$ cat src/hdl/pgm_ddram_cfg.svh
`ifndef PGM_DDRAM_CFG_SVH
`define PGM_DDRAM_CFG_SVH

// DDRAM port geometry
`define PGM_DDRAM_AW 29           // Word address, one word is 8 bytes
`define PGM_DDRAM_DW 64
`define PGM_DDRAM_BEW 8           // One enable per byte of a word

// Client address widths
`define PGM_CPU_AW 24             // 68000 byte address
`define PGM_IOCTL_AW 27           // Loader byte address

// Width of one CPU or loader word
`define PGM_WORD_W 16

// Loader image index of the program and BIOS ROM
`define PGM_LOADER_INDEX 8'd0

`endif

$ cat src/hdl/pgm_ddram_pkg.sv
`default_nettype none

package pgm_ddram_pkg;

    `include "pgm_ddram_cfg.svh"

    // Memory side of the DDRAM port
    typedef logic [`PGM_DDRAM_AW-1:0]  ddram_addr_t;
    typedef logic [`PGM_DDRAM_DW-1:0]  ddram_data_t;
    typedef logic [`PGM_DDRAM_BEW-1:0] ddram_be_t;

    // Word as the main CPU sees it
    typedef logic [`PGM_WORD_W-1:0] cpu_word_t;

endpackage

`default_nettype wire

$ cat src/hdl/pgm_arb_pkg.sv
`default_nettype none

package pgm_arb_pkg;

    `include "pgm_ddram_cfg.svh"

    // Which read client owns the DDRAM port
    typedef enum logic [1:0] {
        arb_idle  = 2'd0,
        arb_cpu   = 2'd1,
        arb_video = 2'd2,
        arb_audio = 2'd3
    } arb_state_t;

    // 16-bit lane inside one DDRAM word
    typedef logic [$clog2(`PGM_DDRAM_DW/`PGM_WORD_W)-1:0] lane_t;

endpackage

`default_nettype wire

$ cat src/hdl/ddram_arbiter.sv
`timescale 1ns/1ns
`default_nettype none

`include "pgm_ddram_cfg.svh"

module ddram_arbiter
    import pgm_ddram_pkg::*;
    import pgm_arb_pkg::*;
(
    input  wire                    fixed_50m_clk,
    input  wire                    reset,
    input  wire                    ioctl_download,

    // Main CPU program fetch
    input  wire                    cpu_req,
    input  wire [`PGM_CPU_AW-1:0]  cpu_addr,
    output logic                   cpu_ack,
    output cpu_word_t              cpu_data,

    // Video engine
    input  wire                    vid_rd,
    input  ddram_addr_t            vid_addr,
    output logic                   vid_ack,

    // Audio sample engine
    input  wire                    sound_rd,
    input  ddram_addr_t            sound_addr,
    output logic                   sound_ack,

    // Loader address, used while downloading
    input  ddram_addr_t            wr_addr,

    // DDRAM read side
    output logic                   ddram_rd,
    output ddram_addr_t            ddram_addr,
    input  ddram_data_t            ddram_dout,
    input  wire                    ddram_dout_ready
);

    arb_state_t  state;
    logic        sound_rd_last;    // sound_rd one cycle ago
    logic        sound_rise;
    logic        read_done;        // Memory answered the current grant
    ddram_data_t cpu_buf;
    lane_t       cpu_lane;

    assign sound_rise = sound_rd && !sound_rd_last;
    assign read_done  = ddram_dout_ready && !ioctl_download;

    always_ff @(posedge fixed_50m_clk) begin
        if (reset) begin
            sound_rd_last <= 1'b0;
        end else begin
            sound_rd_last <= sound_rd;
        end
    end

    // Grant FSM
    always_ff @(posedge fixed_50m_clk) begin
        if (reset) begin
            state <= arb_idle;
        end else if (ioctl_download) begin
            state <= arb_idle;         // Loader owns the port
        end else begin
            case (state)
                arb_idle: begin
                    if (cpu_req) begin
                        state <= arb_cpu;
                    end else if (vid_rd) begin
                        state <= arb_video;
                    end else if (sound_rise) begin
                        state <= arb_audio;
                    end
                end
                arb_cpu, arb_video, arb_audio: begin
                    if (ddram_dout_ready) begin
                        state <= arb_idle;
                    end
                end
                default: state <= arb_idle;
            endcase
        end
    end

    // One-cycle acks for CPU and video, the cycle after ready
    always_ff @(posedge fixed_50m_clk) begin
        if (reset) begin
            cpu_ack <= 1'b0;
            vid_ack <= 1'b0;
        end else begin
            cpu_ack <= (state == arb_cpu) && read_done;
            vid_ack <= (state == arb_video) && read_done;
        end
    end

    // Audio ack is held until the engine drops its request
    always_ff @(posedge fixed_50m_clk) begin
        if (reset) begin
            sound_ack <= 1'b0;
        end else if ((state == arb_audio) && read_done) begin
            sound_ack <= 1'b1;
        end else if (!sound_rd) begin
            sound_ack <= 1'b0;
        end
    end

    always_ff @(posedge fixed_50m_clk) begin
        if ((state == arb_cpu) && read_done) begin
            cpu_buf <= ddram_dout;
        end
    end

    // CPU sees the 16-bit lane picked by its byte address
    assign cpu_lane = lane_t'(cpu_addr[2:1]);
    assign cpu_data = cpu_buf[`PGM_WORD_W*cpu_lane +: `PGM_WORD_W];

    assign ddram_rd = !ioctl_download && (state != arb_idle);

    always_comb begin
        if (ioctl_download) begin
            ddram_addr = wr_addr;
        end else begin
            case (state)
                arb_cpu:   ddram_addr = ddram_addr_t'(cpu_addr[`PGM_CPU_AW-1:3]);
                arb_audio: ddram_addr = sound_addr;
                default:   ddram_addr = vid_addr;
            endcase
        end
    end

endmodule

`default_nettype wire

$ cat src/hdl/loader_write_latch.sv
`timescale 1ns/1ns
`default_nettype none

`include "pgm_ddram_cfg.svh"

module loader_write_latch
    import pgm_ddram_pkg::*;
    import pgm_arb_pkg::*;
(
    input  wire                     fixed_50m_clk,
    input  wire                     reset,

    // Loader side
    input  wire                     ioctl_download,
    input  wire                     ioctl_wr,
    input  wire [`PGM_IOCTL_AW-1:0] ioctl_addr,
    input  wire [`PGM_WORD_W-1:0]   ioctl_dout,
    input  wire [7:0]               ioctl_index,
    output logic                    ioctl_wait,

    // DDRAM write side
    input  wire                     ddram_busy,
    output logic                    ddram_we,
    output ddram_data_t             ddram_din,
    output ddram_be_t               ddram_be,
    output ddram_addr_t             wr_addr
);

    logic        pending;
    logic        take;         // Accept a new loader write this cycle
    lane_t       wr_lane;
    ddram_addr_t addr_lat;
    ddram_data_t data_lat;
    ddram_be_t   be_lat;

    assign take = ioctl_download && ioctl_wr && !pending &&
                  (ioctl_index == `PGM_LOADER_INDEX);
    assign wr_lane = lane_t'(ioctl_addr[2:1]);

    always_ff @(posedge fixed_50m_clk) begin
        if (reset || !ioctl_download) begin
            pending <= 1'b0;
        end else if (take) begin
            pending <= 1'b1;
        end else if (pending && !ddram_busy) begin
            pending <= 1'b0;           // Memory took the write
        end
    end

    // Held steady while the memory is busy
    always_ff @(posedge fixed_50m_clk) begin
        if (take) begin
            addr_lat <= ddram_addr_t'(ioctl_addr[`PGM_IOCTL_AW-1:3]);
            data_lat <= {(`PGM_DDRAM_DW/`PGM_WORD_W){ioctl_dout}};
            be_lat   <= ddram_be_t'(2'b11) << {wr_lane, 1'b0};  // Byte pair of the lane
        end
    end

    assign ddram_we   = pending;
    assign ioctl_wait = pending;
    assign ddram_din  = data_lat;
    assign ddram_be   = pending ? be_lat : '1;
    assign wr_addr    = addr_lat;

endmodule

`default_nettype wire

$ cat src/hdl/pgm_ddram_top.sv
`timescale 1ns/1ns
`default_nettype none

`include "pgm_ddram_cfg.svh"

module pgm_ddram_top
    import pgm_ddram_pkg::*;
(
    input  wire                     fixed_50m_clk,
    input  wire                     reset,

    // Main CPU
    input  wire                     cpu_req,
    input  wire [`PGM_CPU_AW-1:0]   cpu_addr,
    output logic                    cpu_ack,
    output cpu_word_t               cpu_data,

    // Video engine, data taken from ddram_dout
    input  wire                     vid_rd,
    input  ddram_addr_t             vid_addr,
    output logic                    vid_ack,

    // Audio engine, data taken from ddram_dout
    input  wire                     sound_rd,
    input  ddram_addr_t             sound_addr,
    output logic                    sound_ack,

    // ROM loader
    input  wire                     ioctl_download,
    input  wire                     ioctl_wr,
    input  wire [`PGM_IOCTL_AW-1:0] ioctl_addr,
    input  wire [`PGM_WORD_W-1:0]   ioctl_dout,
    input  wire [7:0]               ioctl_index,
    output logic                    ioctl_wait,

    // DDRAM port
    output logic                    ddram_rd,
    output logic                    ddram_we,
    output ddram_addr_t             ddram_addr,
    output ddram_data_t             ddram_din,
    output ddram_be_t               ddram_be,
    input  ddram_data_t             ddram_dout,
    input  wire                     ddram_busy,
    input  wire                     ddram_dout_ready
);

    ddram_addr_t wr_addr;      // Latched loader address

    ddram_arbiter u_arbiter (
        .fixed_50m_clk    (fixed_50m_clk),
        .reset            (reset),
        .ioctl_download   (ioctl_download),
        .cpu_req          (cpu_req),
        .cpu_addr         (cpu_addr),
        .cpu_ack          (cpu_ack),
        .cpu_data         (cpu_data),
        .vid_rd           (vid_rd),
        .vid_addr         (vid_addr),
        .vid_ack          (vid_ack),
        .sound_rd         (sound_rd),
        .sound_addr       (sound_addr),
        .sound_ack        (sound_ack),
        .wr_addr          (wr_addr),
        .ddram_rd         (ddram_rd),
        .ddram_addr       (ddram_addr),
        .ddram_dout       (ddram_dout),
        .ddram_dout_ready (ddram_dout_ready)
    );

    loader_write_latch u_loader (
        .fixed_50m_clk  (fixed_50m_clk),
        .reset          (reset),
        .ioctl_download (ioctl_download),
        .ioctl_wr       (ioctl_wr),
        .ioctl_addr     (ioctl_addr),
        .ioctl_dout     (ioctl_dout),
        .ioctl_index    (ioctl_index),
        .ioctl_wait     (ioctl_wait),
        .ddram_busy     (ddram_busy),
        .ddram_we       (ddram_we),
        .ddram_din      (ddram_din),
        .ddram_be       (ddram_be),
        .wr_addr        (wr_addr)
    );

endmodule

`default_nettype wire

$ cat config.mk
export PLATFORM = sky130hd
export DESIGN_NAME = pgm_ddram_top
export DESIGN_NICKNAME = d
export VERILOG_FILES = /design/src/hdl/pgm_ddram_pkg.sv /design/src/hdl/pgm_arb_pkg.sv /design/src/hdl/ddram_arbiter.sv /design/src/hdl/loader_write_latch.sv /design/src/hdl/pgm_ddram_top.sv
export VERILOG_INCLUDE_DIRS = /design/src /design/src/hdl
export SDC_FILE = /design/constraint.sdc
export NUM_CORES = 1
export LEC_CHECK = 0
export BUFFER_PORTS_ARGS = -buffer_cell sky130_fd_sc_hd__clkbuf_2
export CAP_MARGIN = 20
export CORE_AREA = 2 2 127 129
export DETAILED_ROUTE_END_ITERATION = 10
export DIE_AREA = 0 0 129 131
export GPL_ROUTABILITY_DRIVEN = 0
export MAX_ROUTING_LAYER = met4
export PLACE_DENSITY = 0.76
export SLEW_MARGIN = 25
export SYNTH_ARGS = -nofsm -noshare
export SYNTH_HDL_FRONTEND = slang
export SYNTH_SLANG_ARGS = --single-unit
export TNS_END_PERCENT = 5
$ cat constraint.sdc
create_clock -name fixed_50m_clk -period 5.05 [get_ports fixed_50m_clk]
set_input_delay 0.2525 -clock fixed_50m_clk [delete_from_list [all_inputs] [get_ports fixed_50m_clk]]
set_output_delay 0.2525 -clock fixed_50m_clk [all_outputs]
set_load 0.03 [all_outputs]
[After elaboration in Yosys (flattened, before gate mapping)]
Index checks and enable logic that the tools add are counted.
Word-level totals
  word-level logic and storage cells: 52
  input bits: 206
  output and inout bits: 123
  bits in registers: 167
Operators by class
  shifts and indexed selects: 2
  equal/unequal tests: 6
  reductions and logical operators: 22
  muxes and demuxes: 12
Operators by type and width (number)
  64-bit by 7-bit variable part select with 16-bit output: 1
  29-bit one-hot mux with 2 select lines: 1
  29-bit 2-to-1 mux: 1
  1-bit logical AND: 10
  8-bit logical NOT: 1
  2-bit 2-to-1 mux: 4
  8-bit 2-to-1 mux: 1
  2-bit by 3-bit left shift with 8-bit output (first input constant): 1
  2-bit == test (second input constant): 2
  1-bit logical NOT: 4
  1-bit 2-to-1 mux: 4
  4-bit by 3-bit inequality test with 1-bit output (second input constant): 1
  2-bit one-hot mux with 2 select lines: 1
  2-bit nonzero test: 2
  3-bit OR reduction: 1
  2-bit by 1-bit == test with 1-bit output (second input constant): 1
  2-bit logical NOT: 1
  2-bit by 1-bit inequality test with 1-bit output (second input constant): 1
  2-bit inequality test (second input constant): 1
  2-bit AND reduction: 1
  2-bit OR reduction: 1
  1-bit logical OR: 1

[Depth between registers and ports, before layout]
  depth after elaboration: 6
  gate-level depth with buffers: 5
  depth with buffers taken out: 3

[Hierarchy]
From an unflattened synthesis, not the netlist that was laid out.
Second synthesis, totals
  cells, all modules: 364
  area total of the unflattened synthesis: 5316.3 µm²
By module, submodules not included
  ddram_arbiter: area each 3435.8 µm², cells an instance 244, times used 1
  loader_write_latch: area each 1880.6 µm², cells an instance 120, times used 1

[Least setup slack after synthesis]
Ideal clock, no wire load.
  path type: register to register
  start: register u_arbiter.state[0]
  end: register u_arbiter.cpu_buf[0] (enable)
  slack: 0.980 ns
  arrival: 3.584 ns
  required time: 4.564 ns
  path buffers: 2
  period minus slack after synthesis: 4.070 ns
  cell stages (with the launch flop): 5
  path through: dfxtp_1 > buf_2 > buf_1 > nand3b_1 > nor2_1
On the way
  longest elaborated chain between the ends: 2
RTL lines
  start, declared: line ddram_arbiter.sv:40  | arb_state_t state;
  start signal, assigned: line ddram_arbiter.sv:61  | state <= arb_idle;
  start signal, assigned: line ddram_arbiter.sv:63  | state <= arb_idle;
  start signal, assigned: line ddram_arbiter.sv:68  | state <= arb_cpu;
  2-bit by 1-bit == test with 1-bit output: line ddram_arbiter.sv:108  | if ((state == arb_cpu) && read_done) begin
  1-bit logical AND: line ddram_arbiter.sv:108
  end signal, assigned: line ddram_arbiter.sv:109  | cpu_buf <= ddram_dout;
  end, declared: line ddram_arbiter.sv:44  | ddram_data_t cpu_buf;
Every way passes these cells.
A chain may end at the register's enable or synchronous reset.

[Worst setup path in the final report]
  start: register u_arbiter.state[1]
  end: output ddram_addr[23]
On the way
  longest elaborated chain between the ends: 3
  elaborated cells between the ends (all ways): 4
  those cells by class: eq/ne (2); mux (2)
RTL lines
  2-bit == test or 2-bit by 1-bit == test with 1-bit output (tied branches): line ddram_arbiter.sv:123  | case (state)
  29-bit one-hot mux with 2 select lines *: line ddram_arbiter.sv:123
  29-bit 2-to-1 mux *: line ddram_arbiter.sv:120  | if (ioctl_download) begin
  end, declared: line pgm_ddram_top.sv:39  | output ddram_addr_t ddram_addr,
Mark *: on every way between the ends. The rest lies on a longest branch, timed or not.

==> results.sh <==
export IMPL_status="complete, no violations"
export IMPL_critPathMaxFanout=29
export IMPL_holdPathStages=1
export IMPL_drt_wl_total_mm=14.0
export IMPL_min_path_type="primary input to flip-flop"
export IMPL_cts_setup_buffers=0
export IMPL_synth_async_reset_ratio_pct=0
export IMPL_globalRoute_totalOverflow=0
export IMPL_grt_max_degree=65
export IMPL_clock_latency_ns=0.40
export IMPL_clockRootBuffer="clkbuf_16"
export IMPL_avgViaCountPerCell=4.43
export IMPL_layout_setup_ws_ns=2.55
export IMPL_area_delta_synth_final_pct=40.6
export IMPL_hold_viol_final=0
export IMPL_fmax_mhz=399
export IMPL_wl_met3_mm=1.00
export IMPL_seq_power_share_pct=41.4
export IMPL_cpMaxStageDelayCell="dfxtp_2"
export IMPL_critPathKind="flip-flop to primary output"
export IMPL_synth_edf_count=108
export IMPL_critPathRequiredTime_ns=4.80
export IMPL_r2r_setup_slack_ns=3.17
export IMPL_wire_per_inst_um=16.3
export IMPL_cts_sinks=115
export IMPL_yosysTopAreaCellShare_pct=62.3
export IMPL_numPortBuffers=326
export IMPL_rsz0062_at_grt="false"
export IMPL_postLayoutCellArea_mm2=0.00732
export IMPL_power_density_mw_per_mm2=350
export IMPL_p_clk_share_pct=48.7
export IMPL_row_count=46
export IMPL_syn_inst=352
export IMPL_final_core_util_pct=46.9
export IMPL_crit_chain="and2_1 -> a21oi_1 -> o21ai_1 -> clkbuf_2"
export IMPL_tightest_slew_ns=0.944
export IMPL_power_frac_comb_pct=9.9
export IMPL_crit_path_start_kind="flip-flop"
export IMPL_cellLeakagePower_nw=3.22
export IMPL_cp_end_kind="primary output"
export IMPL_grt_pass1_wl_mm=19.4
export IMPL_wl_met1_mm=5.56
export IMPL_reg2reg_to="u_arbiter.cpu_buf[55]"
export IMPL_switching_share_pct=22.3
export IMPL_cts_tree="yes"
export IMPL_drc_errors=0
export IMPL_synth_distinct_cells=28
export IMPL_coreArea_mm2=0.0156
export IMPL_netlist_area_mm2=0.00521
export IMPL_h_tree_depth=4
export IMPL_grt_pass1_vias=3691
export IMPL_whs_endpoint="u_arbiter.cpu_buf[42]"
export IMPL_synth_ff_type="edfxtp_1"
export IMPL_yosysSeqAreaShare_pct=65.0
export IMPL_intPower_mw=1.99
export IMPL_slew_headroom_pct=37.1
export IMPL_syn_avg_cell_area_um2=14.8
export IMPL_hold_buffers=0
export IMPL_drive_gt1_share_pct=58.9
export IMPL_post_cts_resized=0
export IMPL_reg2reg_from="u_arbiter.state[0]"
export IMPL_pre_cts_ws_ns=2.95
export IMPL_arrival_ns=2.25
export IMPL_yosysWarnings=0
export IMPL_maxUsedRoutingLayer="met4"
export IMPL_fin_skew_ns=0.00588
export IMPL_die_area_mm2=0.0169
export IMPL_syn_num_nets=558
export IMPL_antenna_found_initial=0
export IMPL_postRouteAntennaNets=0
export IMPL_first_pass_iters=4
export IMPL_drtIter0Drc=167
export IMPL_die_h_um=131
export IMPL_clockBufferDepth=2
export IMPL_peakVddDrop_uv=280
export IMPL_synth_area_leaders="edfxtp_1 (62%), buf_4 (8.1%), mux4_2 (6.9%), mux2i_1 (4.0%), a211oi_1 (3.3%)"
export IMPL_holdCritStartpoint="ddram_dout[42]"
export IMPL_initial_utilization_pct=33.4
export IMPL_yosysTopAreaCell="edfxtp_1"
export IMPL_vias=3811
export IMPL_min_period_over_period_pct=49.6
export IMPL_hpwl_mm=10.7
export IMPL_cts_clk_slew_worst_paths_ns=0.05
export IMPL_maxCapViolCount=0
export IMPL_finalSetupTns_ns=0
export IMPL_post_route_min_period_ns=2.50
export IMPL_num_nets_final=838
export IMPL_slew_violations=0
export IMPL_numCtsBuffers=17
export IMPL_diodes=0
export IMPL_setup_violations_final=0
export IMPL_slowest_delay_ns=0.94
export IMPL_route_met2_wl_mm=7.19
export IMPL_fp_dieW_um=129
export IMPL_synth_seq_cells=115
export IMPL_rr_worst_depth=3
export IMPL_grt_usage_pct=16.3
export IMPL_io_pins=329
export IMPL_switching_power_uw=572
export IMPL_place_area_mm2=0.00666
==> layout by cell type, fill, tap and decap left out, types with 9 or more instances in the layout <==
cell type  count
clkbuf_16     17
edfxtp_1     108
a211oi_1      23
a21o_1        21
a21oi_1        9
clkbuf_2     326
nor2_1        29
nor2b_1       12
mux2i_1       21
mux4_2        16
==> cells by family (layout without fill, tap and decap cells) <==
family	after synthesis	in the layout	synth area share, %
buf+inv	75	368	9.56
flops	115	115	65.0
simple gates	66	66	6.65
compound gates	59	59	7.88
mux	37	37	11.0
==> Yosys cell counts, types with 2 or more instances <==
cell type,instances
a211oi_1,23
a21o_1,21
a21oi_1,9
and2_1,3
buf_1,4
buf_2,4
buf_4,56
clkbuf_1,9
dfxtp_1,7
edfxtp_1,108
mux2i_1,21
mux4_2,16
nand2_1,6
nand2b_1,6
nor2_1,30
nor2b_1,12
nor3_1,2
o21ai_1,5
==> flip-flops by register name, indices dropped and copies added (netlist names), 2 cells and up <==
register            flops
u_arbiter.cpu_buf      64
u_loader.wr_addr       24
u_loader.ddram_din     16
u_loader.be_lat         4
u_arbiter.state         2
==> stage by stage <==
| step | instances | total power [mW] | hold slack [ns] |
|---|---|---|---|
| finish | 861 | 2.57 | 0.0198 |
| CTS | 856 | 2.59 | 0.000489 |
| floorplan | 352 | 1.21 | 0.322 |
| global route | 861 | 2.66 | 0.000658 |
| detailed placement | 824 | 1.33 | 0.431 |
| global placement | 824 | 1.33 | 0.430 |
==> worst max-delay path, delay by kind of cell (launching register included) <==
family / cells / cell delay, ns
buffers and inverters: 1 / 0.23
flip-flops: 1 / 0.94
AND/OR/NAND/NOR: 1 / 0.40
AO/OA/AOI/OAI: 2 / 0.25
==> final cells by class <==
cell class	instances	area, um^2
clock inverters	13	183
clock buffers	19	433
fillers	1402	8280
well taps	216	270
multi-input cells	162	1340
repair buffers	335	1710
flip-flops and latches	115	3390
inverters	1	3.75
==> metal layers <==
layer | vias up | GRT usage (%)
met3 | 18 | 4.60
li1 | 1836 | -
met5 | - | -
met4 | 0 | 6.27
met1 | 1760 | 18.4
met2 | 197 | 27.7
==> power groups by stage <==
stage / Clock [mW] / Combinational, mW / Sequential, mW
after floorplan: 0 / 0.139 / 1.08
after global placement: 0 / 0.248 / 1.08
after global routing: 1.32 / 0.277 / 1.06
final: 1.25 / 0.254 / 1.06
after CTS: 1.28 / 0.253 / 1.06
after detailed placement: 0 / 0.252 / 1.08
==> worst max path at each step <==
stage	from	to
finish	u_arbiter.state[1]	ddram_addr[23]
global route	u_arbiter.state[1]	ddram_addr[17]
CTS	u_arbiter.state[1]	ddram_addr[13]
detailed placement	u_arbiter.state[1]	ddram_addr[13]
global placement	u_arbiter.state[1]	ddram_addr[23]
floorplan	u_arbiter.state[0]	u_arbiter.cpu_buf[0]
Note: power is estimated with default switching activity, not from simulation.
